--- src/design/bcp_ctrl_pkg.sv ---
package bcp_ctrl_pkg;

    // ========================================
    // Propagation result codes
    // ========================================

    typedef enum logic [1:0] {
        RES_SAT      = 2'd0,  // Every clause satisfied.
        RES_CONFLICT = 2'd1,  // Some clause all false.
        RES_STUCK    = 2'd2,  // No unit clause left.
        RES_LIMIT    = 2'd3   // Implication budget spent.
    } res_code_t;

endpackage

--- src/design/clause_pkg.sv ---
package clause_pkg;

    // ========================================
    // Literal and value encodings
    // ========================================

    typedef enum logic [1:0] {
        LIT_NONE = 2'b00,  // Variable absent from clause.
        LIT_POS  = 2'b01,  // Plain variable.
        LIT_NEG  = 2'b10   // Negated variable.
    } lit_t;

    typedef enum logic [1:0] {
        VAL_FREE  = 2'b00,
        VAL_FALSE = 2'b01,
        VAL_TRUE  = 2'b10
    } val_t;

    // Literal holds under the given value.
    function automatic logic lit_is_true(lit_t lit, val_t val);
        return ((lit == LIT_POS) && (val == VAL_TRUE)) ||
               ((lit == LIT_NEG) && (val == VAL_FALSE));
    endfunction

    // Value that makes the literal true.
    function automatic val_t lit_to_val(lit_t lit);
        return (lit == LIT_NEG) ? VAL_FALSE : VAL_TRUE;
    endfunction

endpackage
--- src/design/bcp_top.sv ---
`timescale 1ns/1ps

module bcp_top
    import clause_pkg::*;
    import bcp_ctrl_pkg::*;
#(
    parameter int NUM_VARS    = 8,
    parameter int NUM_CLAUSES = 8,
    parameter int MAX_IMPLY   = 8,
    localparam int VAR_W = (NUM_VARS > 1) ? $clog2(NUM_VARS) : 1,
    localparam int CLS_W = (NUM_CLAUSES > 1) ? $clog2(NUM_CLAUSES) : 1,
    localparam int CNT_W = (MAX_IMPLY > 0) ? $clog2(MAX_IMPLY + 1) : 1
) (
    input  logic                      clk,
    input  logic                      rst,
    // Host load.
    input  logic                      clause_wr_i,
    input  logic [CLS_W-1:0]          clause_idx_i,
    input  lit_t [NUM_VARS-1:0]       clause_lits_i,
    input  logic                      var_wr_i,
    input  logic [VAR_W-1:0]          var_idx_i,
    input  val_t                      var_val_i,
    // Start and result handshakes.
    input  logic                      start_valid_i,
    output logic                      start_ready_o,
    input  logic                      res_ready_i,
    output logic                      res_valid_o,
    output res_code_t                 res_code_o,
    output val_t [NUM_VARS-1:0]       res_assign_o,
    output logic [CNT_W-1:0]          res_count_o
);

    val_t [NUM_VARS-1:0] assign_w;
    logic                conflict;
    logic                all_sat;
    logic                imp_valid;
    logic [VAR_W-1:0]    imp_var;
    val_t                imp_val;
    logic                imp_apply;
    logic                cnt_clear;
    logic                at_limit;
    logic                clause_wr_g;
    logic                var_wr_g;

    // Host writes only land while idle.
    assign clause_wr_g = clause_wr_i && start_ready_o;
    assign var_wr_g    = var_wr_i && start_ready_o;

    clause_array #(
        .NUM_VARS    (NUM_VARS),
        .NUM_CLAUSES (NUM_CLAUSES)
    ) u_clause_array (
        .clk         (clk),
        .rst         (rst),
        .wr_i        (clause_wr_g),
        .idx_i       (clause_idx_i),
        .lits_i      (clause_lits_i),
        .assign_i    (assign_w),
        .conflict_o  (conflict),
        .all_sat_o   (all_sat),
        .imp_valid_o (imp_valid),
        .imp_var_o   (imp_var),
        .imp_val_o   (imp_val)
    );

    var_table #(
        .NUM_VARS (NUM_VARS)
    ) u_var_table (
        .clk         (clk),
        .rst         (rst),
        .wr_i        (var_wr_g),
        .idx_i       (var_idx_i),
        .val_i       (var_val_i),
        .imp_apply_i (imp_apply),
        .imp_var_i   (imp_var),
        .imp_val_i   (imp_val),
        .assign_o    (assign_w)
    );

    imply_counter #(
        .MAX_IMPLY (MAX_IMPLY)
    ) u_imply_counter (
        .clk        (clk),
        .rst        (rst),
        .clear_i    (cnt_clear),
        .inc_i      (imp_apply),
        .count_o    (res_count_o),
        .at_limit_o (at_limit)
    );

    prop_fsm u_prop_fsm (
        .clk           (clk),
        .rst           (rst),
        .start_valid_i (start_valid_i),
        .start_ready_o (start_ready_o),
        .res_ready_i   (res_ready_i),
        .res_valid_o   (res_valid_o),
        .res_code_o    (res_code_o),
        .conflict_i    (conflict),
        .all_sat_i     (all_sat),
        .imp_valid_i   (imp_valid),
        .at_limit_i    (at_limit),
        .imp_apply_o   (imp_apply),
        .cnt_clear_o   (cnt_clear)
    );

    assign res_assign_o = assign_w;  // Frozen while in DONE.

endmodule

--- src/design/prop_fsm.sv ---
`timescale 1ns/1ps

module prop_fsm
    import bcp_ctrl_pkg::*;
(
    input  logic      clk,
    input  logic      rst,
    input  logic      start_valid_i,
    output logic      start_ready_o,
    input  logic      res_ready_i,
    output logic      res_valid_o,
    output res_code_t res_code_o,
    input  logic      conflict_i,
    input  logic      all_sat_i,
    input  logic      imp_valid_i,
    input  logic      at_limit_i,
    output logic      imp_apply_o,
    output logic      cnt_clear_o
);

    typedef enum logic [1:0] {
        IDLE,
        EVAL,
        DONE
    } state_t;

    state_t    state_q;
    state_t    state_d;
    res_code_t round_code;
    logic      round_done;
    res_code_t code_q;

    // ========================================
    // Round rule
    // ========================================

    always_comb begin
        round_done = 1'b1;
        round_code = RES_STUCK;
        if (conflict_i) begin
            round_code = RES_CONFLICT;
        end else if (all_sat_i) begin
            round_code = RES_SAT;
        end else if (imp_valid_i && at_limit_i) begin
            round_code = RES_LIMIT;
        end else if (imp_valid_i) begin
            round_done = 1'b0;  // Apply and evaluate again.
        end
    end

    always_comb begin
        state_d = state_q;
        case (state_q)
            IDLE:    if (start_valid_i) state_d = EVAL;
            EVAL:    if (round_done) state_d = DONE;
            DONE:    if (res_ready_i) state_d = IDLE;
            default: state_d = IDLE;
        endcase
    end

    always_ff @(posedge clk) begin
        if (!rst) begin
            state_q <= IDLE;
        end else begin
            state_q <= state_d;
        end
    end

    always_ff @(posedge clk) begin
        if ((state_q == EVAL) && round_done) begin
            code_q <= round_code;  // Held through DONE.
        end
    end

    assign start_ready_o = (state_q == IDLE);
    assign res_valid_o   = (state_q == DONE);
    assign res_code_o    = code_q;
    assign cnt_clear_o   = start_valid_i && start_ready_o;
    assign imp_apply_o   = (state_q == EVAL) && !round_done;

endmodule

--- src/design/imply_counter.sv ---
`timescale 1ns/1ps

module imply_counter #(
    parameter int MAX_IMPLY = 8,
    localparam int CNT_W = (MAX_IMPLY > 0) ? $clog2(MAX_IMPLY + 1) : 1
) (
    input  logic             clk,
    input  logic             rst,
    input  logic             clear_i,
    input  logic             inc_i,
    output logic [CNT_W-1:0] count_o,
    output logic             at_limit_o
);

    logic [CNT_W-1:0] count_q;

    always_ff @(posedge clk) begin
        if (!rst || clear_i) begin
            count_q <= '0;
        end else if (inc_i && !at_limit_o) begin
            count_q <= count_q + CNT_W'(1);  // Never wraps past the limit.
        end
    end

    assign count_o    = count_q;
    assign at_limit_o = (count_q == CNT_W'(MAX_IMPLY));

endmodule

--- src/design/var_table.sv ---
`timescale 1ns/1ps

module var_table
    import clause_pkg::*;
#(
    parameter int NUM_VARS = 8,
    localparam int VAR_W = (NUM_VARS > 1) ? $clog2(NUM_VARS) : 1
) (
    input  logic                      clk,
    input  logic                      rst,
    input  logic                      wr_i,
    input  logic [VAR_W-1:0]          idx_i,
    input  val_t                      val_i,
    input  logic                      imp_apply_i,
    input  logic [VAR_W-1:0]          imp_var_i,
    input  val_t                      imp_val_i,
    output val_t [NUM_VARS-1:0]       assign_o
);

    val_t [NUM_VARS-1:0] vals_q;

    logic             wr_en;
    logic [VAR_W-1:0] wr_idx;
    val_t             wr_val;

    // Host and implication share one port.
    assign wr_en  = wr_i || imp_apply_i;
    assign wr_idx = imp_apply_i ? imp_var_i : idx_i;
    assign wr_val = imp_apply_i ? imp_val_i : val_i;

    always_ff @(posedge clk) begin
        if (!rst) begin
            vals_q <= {NUM_VARS{VAL_FREE}};
        end else begin
            for (int v = 0; v < NUM_VARS; v++) begin
                if (wr_en && (wr_idx == VAR_W'(v))) begin
                    vals_q[v] <= wr_val;
                end
            end
        end
    end

    assign assign_o = vals_q;

endmodule

--- src/design/clause_array.sv ---
`timescale 1ns/1ps

module clause_array
    import clause_pkg::*;
#(
    parameter int NUM_VARS    = 8,
    parameter int NUM_CLAUSES = 8,
    localparam int VAR_W = (NUM_VARS > 1) ? $clog2(NUM_VARS) : 1,
    localparam int CLS_W = (NUM_CLAUSES > 1) ? $clog2(NUM_CLAUSES) : 1
) (
    input  logic                      clk,
    input  logic                      rst,
    input  logic                      wr_i,
    input  logic [CLS_W-1:0]          idx_i,
    input  lit_t [NUM_VARS-1:0]       lits_i,
    input  val_t [NUM_VARS-1:0]       assign_i,
    output logic                      conflict_o,
    output logic                      all_sat_o,
    output logic                      imp_valid_o,
    output logic [VAR_W-1:0]          imp_var_o,
    output val_t                      imp_val_o
);

    logic [NUM_CLAUSES-1:0] cell_wr;
    logic [NUM_CLAUSES-1:0] cell_sat;
    logic [NUM_CLAUSES-1:0] cell_conflict;
    logic [NUM_CLAUSES-1:0] cell_unit;
    logic [VAR_W-1:0]       cell_var [NUM_CLAUSES];
    val_t                   cell_val [NUM_CLAUSES];

    for (genvar c = 0; c < NUM_CLAUSES; c++) begin : g_cell
        assign cell_wr[c] = wr_i && (idx_i == CLS_W'(c));  // Write decode.

        clause_cell #(
            .NUM_VARS (NUM_VARS)
        ) u_cell (
            .clk        (clk),
            .rst        (rst),
            .wr_i       (cell_wr[c]),
            .lits_i     (lits_i),
            .assign_i   (assign_i),
            .lits_o     (),
            .sat_o      (cell_sat[c]),
            .conflict_o (cell_conflict[c]),
            .unit_o     (cell_unit[c]),
            .imp_var_o  (cell_var[c]),
            .imp_val_o  (cell_val[c])
        );
    end

    // ========================================
    // Reduction
    // ========================================

    assign conflict_o  = |cell_conflict;
    assign all_sat_o   = &cell_sat;
    assign imp_valid_o = |cell_unit;

    // Walk downward so the lowest unit index is left standing.
    always_comb begin
        imp_var_o = '0;
        imp_val_o = VAL_FREE;
        for (int c = NUM_CLAUSES - 1; c >= 0; c--) begin
            if (cell_unit[c]) begin
                imp_var_o = cell_var[c];
                imp_val_o = cell_val[c];
            end
        end
    end

endmodule

--- src/design/clause_cell.sv ---
`timescale 1ns/1ps

module clause_cell
    import clause_pkg::*;
#(
    parameter int NUM_VARS = 8,
    localparam int VAR_W = (NUM_VARS > 1) ? $clog2(NUM_VARS) : 1
) (
    input  logic                      clk,
    input  logic                      rst,
    input  logic                      wr_i,
    input  lit_t [NUM_VARS-1:0]       lits_i,
    input  val_t [NUM_VARS-1:0]       assign_i,
    output lit_t [NUM_VARS-1:0]       lits_o,
    output logic                      sat_o,
    output logic                      conflict_o,
    output logic                      unit_o,
    output logic [VAR_W-1:0]          imp_var_o,
    output val_t                      imp_val_o
);

    lit_t [NUM_VARS-1:0] lits_q;

    logic [1:0]       free_cnt;   // Saturates at two.
    logic             any_true;
    logic             any_lit;
    logic [VAR_W-1:0] free_idx;
    lit_t             free_lit;

    always_ff @(posedge clk) begin
        if (!rst) begin
            lits_q <= {NUM_VARS{LIT_NONE}};  // Empty clause.
        end else if (wr_i) begin
            lits_q <= lits_i;
        end
    end

    assign lits_o = lits_q;

    // ========================================
    // Clause evaluation
    // ========================================

    always_comb begin
        free_cnt = 2'd0;
        any_true = 1'b0;
        any_lit  = 1'b0;
        free_idx = '0;
        free_lit = LIT_NONE;
        for (int i = 0; i < NUM_VARS; i++) begin
            if (lits_q[i] != LIT_NONE) begin
                any_lit = 1'b1;
                if (assign_i[i] == VAL_FREE) begin
                    if (free_cnt != 2'd2) begin
                        free_cnt = free_cnt + 2'd1;
                    end
                    free_idx = VAR_W'(i);  // Only meaningful when unit.
                    free_lit = lits_q[i];
                end else if (lit_is_true(lits_q[i], assign_i[i])) begin
                    any_true = 1'b1;
                end
            end
        end
    end

    assign sat_o      = any_true || !any_lit;
    assign conflict_o = any_lit && !any_true && (free_cnt == 2'd0);
    assign unit_o     = !any_true && (free_cnt == 2'd1);
    assign imp_var_o  = free_idx;
    assign imp_val_o  = lit_to_val(free_lit);

endmodule

--- config.mk ---
export PLATFORM = sky130hd
export DESIGN_NAME = bcp_top
export DESIGN_NICKNAME = d
export VERILOG_FILES = /design/src/design/bcp_ctrl_pkg.sv /design/src/design/clause_pkg.sv /design/src/design/bcp_top.sv /design/src/design/prop_fsm.sv /design/src/design/imply_counter.sv /design/src/design/var_table.sv /design/src/design/clause_array.sv /design/src/design/clause_cell.sv
export SDC_FILE = /design/constraint.sdc
export NUM_CORES = 1
export LEC_CHECK = 0
export ABC_AREA = 1
export BUFFER_PORTS_ARGS = -buffer_cell sky130_fd_sc_hd__buf_2
export CAP_MARGIN = 10
export CORE_ASPECT_RATIO = 0.8
export CORE_MARGIN = 2
export CORE_UTILIZATION = 50
export CTS_CLUSTER_SIZE = 28
export DETAILED_ROUTE_END_ITERATION = 8
export GPL_TIMING_DRIVEN = 1
export PLACE_DENSITY_LB_ADDON = 0.12
export SLEW_MARGIN = 20
export SYNTH_ARGS = -nofsm -noshare
export SYNTH_HDL_FRONTEND = slang
export SYNTH_HIERARCHICAL = 1
export SYNTH_SLANG_ARGS = --single-unit
export TNS_END_PERCENT = 50
--- constraint.sdc ---
create_clock -name clk -period 10.6 [get_ports clk]
set_input_delay 1.06 -clock clk [delete_from_list [all_inputs] [get_ports clk]]
set_output_delay 1.06 -clock clk [all_outputs]
set_load 0.03 [all_outputs]
==> impl_metrics.json <==
{
  "regToRegStartpoint": "u_var_table/assign_o[2]",
  "synthCells": 2222,
  "cts_resized": 0,
  "rows": 53,
  "arrival_ns": 7.66,
  "drt_iter0_drc": 1363,
  "synth-seq-cells": 152,
  "tns_ns": 0,
  "coreArea_um2": 26500,
  "die_h_um": 151,
  "drive_gt1_share_pct": 18.9,
  "setup_ws_ns": 3.31,
  "worst_pin_slew_ns": 1.07,
  "syn_area_um2": 13600,
  "rsz0062_at_grt": "no",
  "fin_crit_ns": 7.29,
  "synth-simple-area-share_pct": 44.1,
  "r2r-end": "u_var_table/assign_o[8]",
  "report.final.slew_viol_count": 0,
  "dp_slack_ns": 3.37,
  "synthArstFlopShare_pct": 0,
  "hold_class": "register to register",
  "synth_warnings": 6,
  "worst-setup-path-type": "register to register",
  "grt_max_degree": 120,
  "max_freq_mhz": 137,
  "period_share_pct": 68.8,
  "grt_pass1_wl_mm": 68.2,
  "wl_per_cell_um": 16.5,
  "synth_top_area_cell": "dfxtp_1",
  "maxCapViolCount": 0,
  "crit_required_ns": 10.97,
  "power_density_nw_per_um2": 145,
  "start_util_pct": 51.2,
  "die_w_um": 188,
  "dieArea_um2": 28400,
  "total_power_mw": 2.15,
  "cts.path.max_buffers": 2,
  "cts_htree_levels": 4,
  "grt-ovfl-total": 0,
  "crit_top_cell": "nand2_1",
  "leakage_nw": 7.46,
  "r2r_cells": 41,
  "gp_congestion": 0.897,
  "seq_area_frac_synth_pct": 22.6,
  "io_pins": 54,
  "antenna_cells": 0,
  "ir_worst_vdd_mv": 0.131,
  "antenna_found_initial": 2,
  "ctsHoldBuffers": 0,
  "critical_path_peak_fanout": 17,
  "dr.pass1.iters": 6,
  "final_nets": 2367,
  "cts_tree": "yes",
  "grt_pass1_vias": 12600,
  "dp_hpwl_mm": 31.4,
  "via_count": 14300,
  "fill_cells": 2677,
  "synth_area_leaders": "dfxtp_1 22%, nand2_1 13%, nor2_1 10%",
  "yosysUniqueCellTypes": 39,
  "clock_skew_ns": 0.0118,
  "portBuffers": 53,
  "synthFlopType": "dfxtp_1",
  "path_clk_slew_ns": 0.07,
  "cts_buffers": 17,
  "syn-num-nets": 2310,
  "synth-adder-area-share_pct": 5.35,
  "routed_wl_mm": 43.8,
  "hold_end": "u_var_table/assign_o[10]",
  "area_growth_pct": 9.29,
  "crit_path_start_kind": "register",
  "endpoint_kind": "register",
  "synth-edff-count": 2,
  "synth-xor-area-share_pct": 0,
  "antenna_left": 0,
  "cts.root.buffer_cell": "clkbuf_16",
  "status": "complete, no violations",
  "clk_latency_ns": 0.44,
  "hold_viol": 0,
  "worstHoldPathCells": 2,
  "post_cts_buffers": 0,
  "synth_mux_area_share_pct": 0,
  "cts.sinks": 152,
  "max-slew-margin-rel_pct": 28.6,
  "setup_violations": 0,
  "vias_per_cell": 5.41,
  "slowest_delay_ns": 0.85,
  "hold-worst-slack_ns": 0.488,
  "netlist.area_leader.share_pct": 22.2,
  "synth_top_family_by_area": "simple AND/OR/NAND/NOR gates",
  "track_usage_pct": 31.2,
  "synth_compound_area_share_pct": 17.1,
  "r2r_slack_ns": 3.31,
  "crit_slowest_cell": "dfxtp_1",
  "hold_path.startpoint": "u_var_table/assign_o[10]",
  "avgSynthCellArea_um2": 6.10,
  "drc": 0
}
metal layers:
metal	GRT usage [%]	vias to the layer above	wire, um
li1	-	7236	-
met1	42.7	6488	20200
met2	48.9	531	18500
met3	6.81	71	3920
met4	10.3	2	1170
met5	0	-	43
worst max-delay path by stage:
stage	from	end	slack, ns
6_report	u_var_table/assign_o[2]	u_var_table/assign_o[8]	3.31
5_1_grt	u_var_table/assign_o[3]	u_var_table/assign_o[14]	2.71
3_3_place_gp	u_var_table/assign_o[3]	u_var_table/assign_o[3]	3.53
4_1_cts	u_var_table/assign_o[3]	u_var_table/assign_o[3]	3.35
3_5_place_dp	u_var_table/assign_o[3]	u_var_table/assign_o[8]	3.37
2_1_floorplan	u_var_table/assign_o[0]	u_var_table/assign_o[4]	4.14
cell families (layout without fill, tap and decap cells):
kind of cell	Yosys count	after routing
buffers and inverters	386	456
adder cells (fa/ha/maj)	58	58
AND/OR/NAND/NOR	1230	1230
flip-flops	152	152
AO/OA/AOI/OAI	396	396
report_power, final:
group,switching (mW),total [mW],internal (mW)
Sequential,0.0301,0.629,0.599
Combinational,0.622,0.917,0.295
Clock,0.264,0.606,0.342
area by class of cell:
type	count	area (um^2)	area share, %
multi-input cells	1684	9020	60.9
flip-flops and latches	152	3060	20.7
inverters	358	1350	9.12
clock buffers	22	474	3.20
well taps	357	447	3.02
repair buffers	66	365	2.47
clock inverters	10	95.1	0.642
worst max-delay path, delay by kind of cell (launching register included):
family | cells | cell delay [ns]
adder cells (fa/ha/maj) | 7 | 1.72
buffers and inverters | 7 | 0.91
AO/OA/AOI/OAI | 2 | 0.48
flip-flops | 1 | 0.85
AND/OR/NAND/NOR | 25 | 3.25
stage by stage:
| step | util [%] | std cells | instance area, um^2 |
|---|---|---|---|
| 6_report | 56.0 | 2649 | 14800 |
| 3_5_place_dp | 53.8 | 2617 | 14200 |
| 5_1_grt | 56.0 | 2649 | 14800 |
| 2_1_floorplan | - | 2222 | 13600 |
| 4_1_cts | 56.0 | 2649 | 14800 |
| 3_3_place_gp | 53.8 | 2617 | 14200 |
cells in the mapped netlist, types with 8 or more instances:
library cell	n
or2_1	11
nor2_1	375
and2_2	8
ha_1	58
a211oi_1	8
a22oi_2	8
dfxtp_1	150
nand3_1	64
nand2_1	479
o2111ai_1	8
nor3_1	17
nor2_4	28
nand3_2	82
nand2_4	8
inv_2	45
clkbuf_1	24
nand4_1	19
nand2_2	43
a32o_1	8
a21oi_1	125
o22ai_1	56
o21ai_0	152
nor2_2	61
inv_1	312
or2_2	16
o21ai_2	26
or2_4	8
and2_1	8
registers in the layout (all words and copies together) (netlist names):
signal / count
u_prop_fsm/res_code_o: 2
u_var_table/assign_o: 16
u_prop_fsm/state_q: 2
u_imply_counter/count_o: 4
u_clause_array/g_cell.u_cell/lits_o: 128
cell usage in the layout, fill, tap and decap left out, drive strengths merged, types with 19 or more instances in the layout:
cell      n
or2      35
a21oi   126
o22ai    56
buf      66
inv     359
clkbuf   22
ha       58
dfxtp   150
nand4    19
nand2   530
nand3   146
o21ai   178
nor2    464
(Power assumes the default switching activity.)
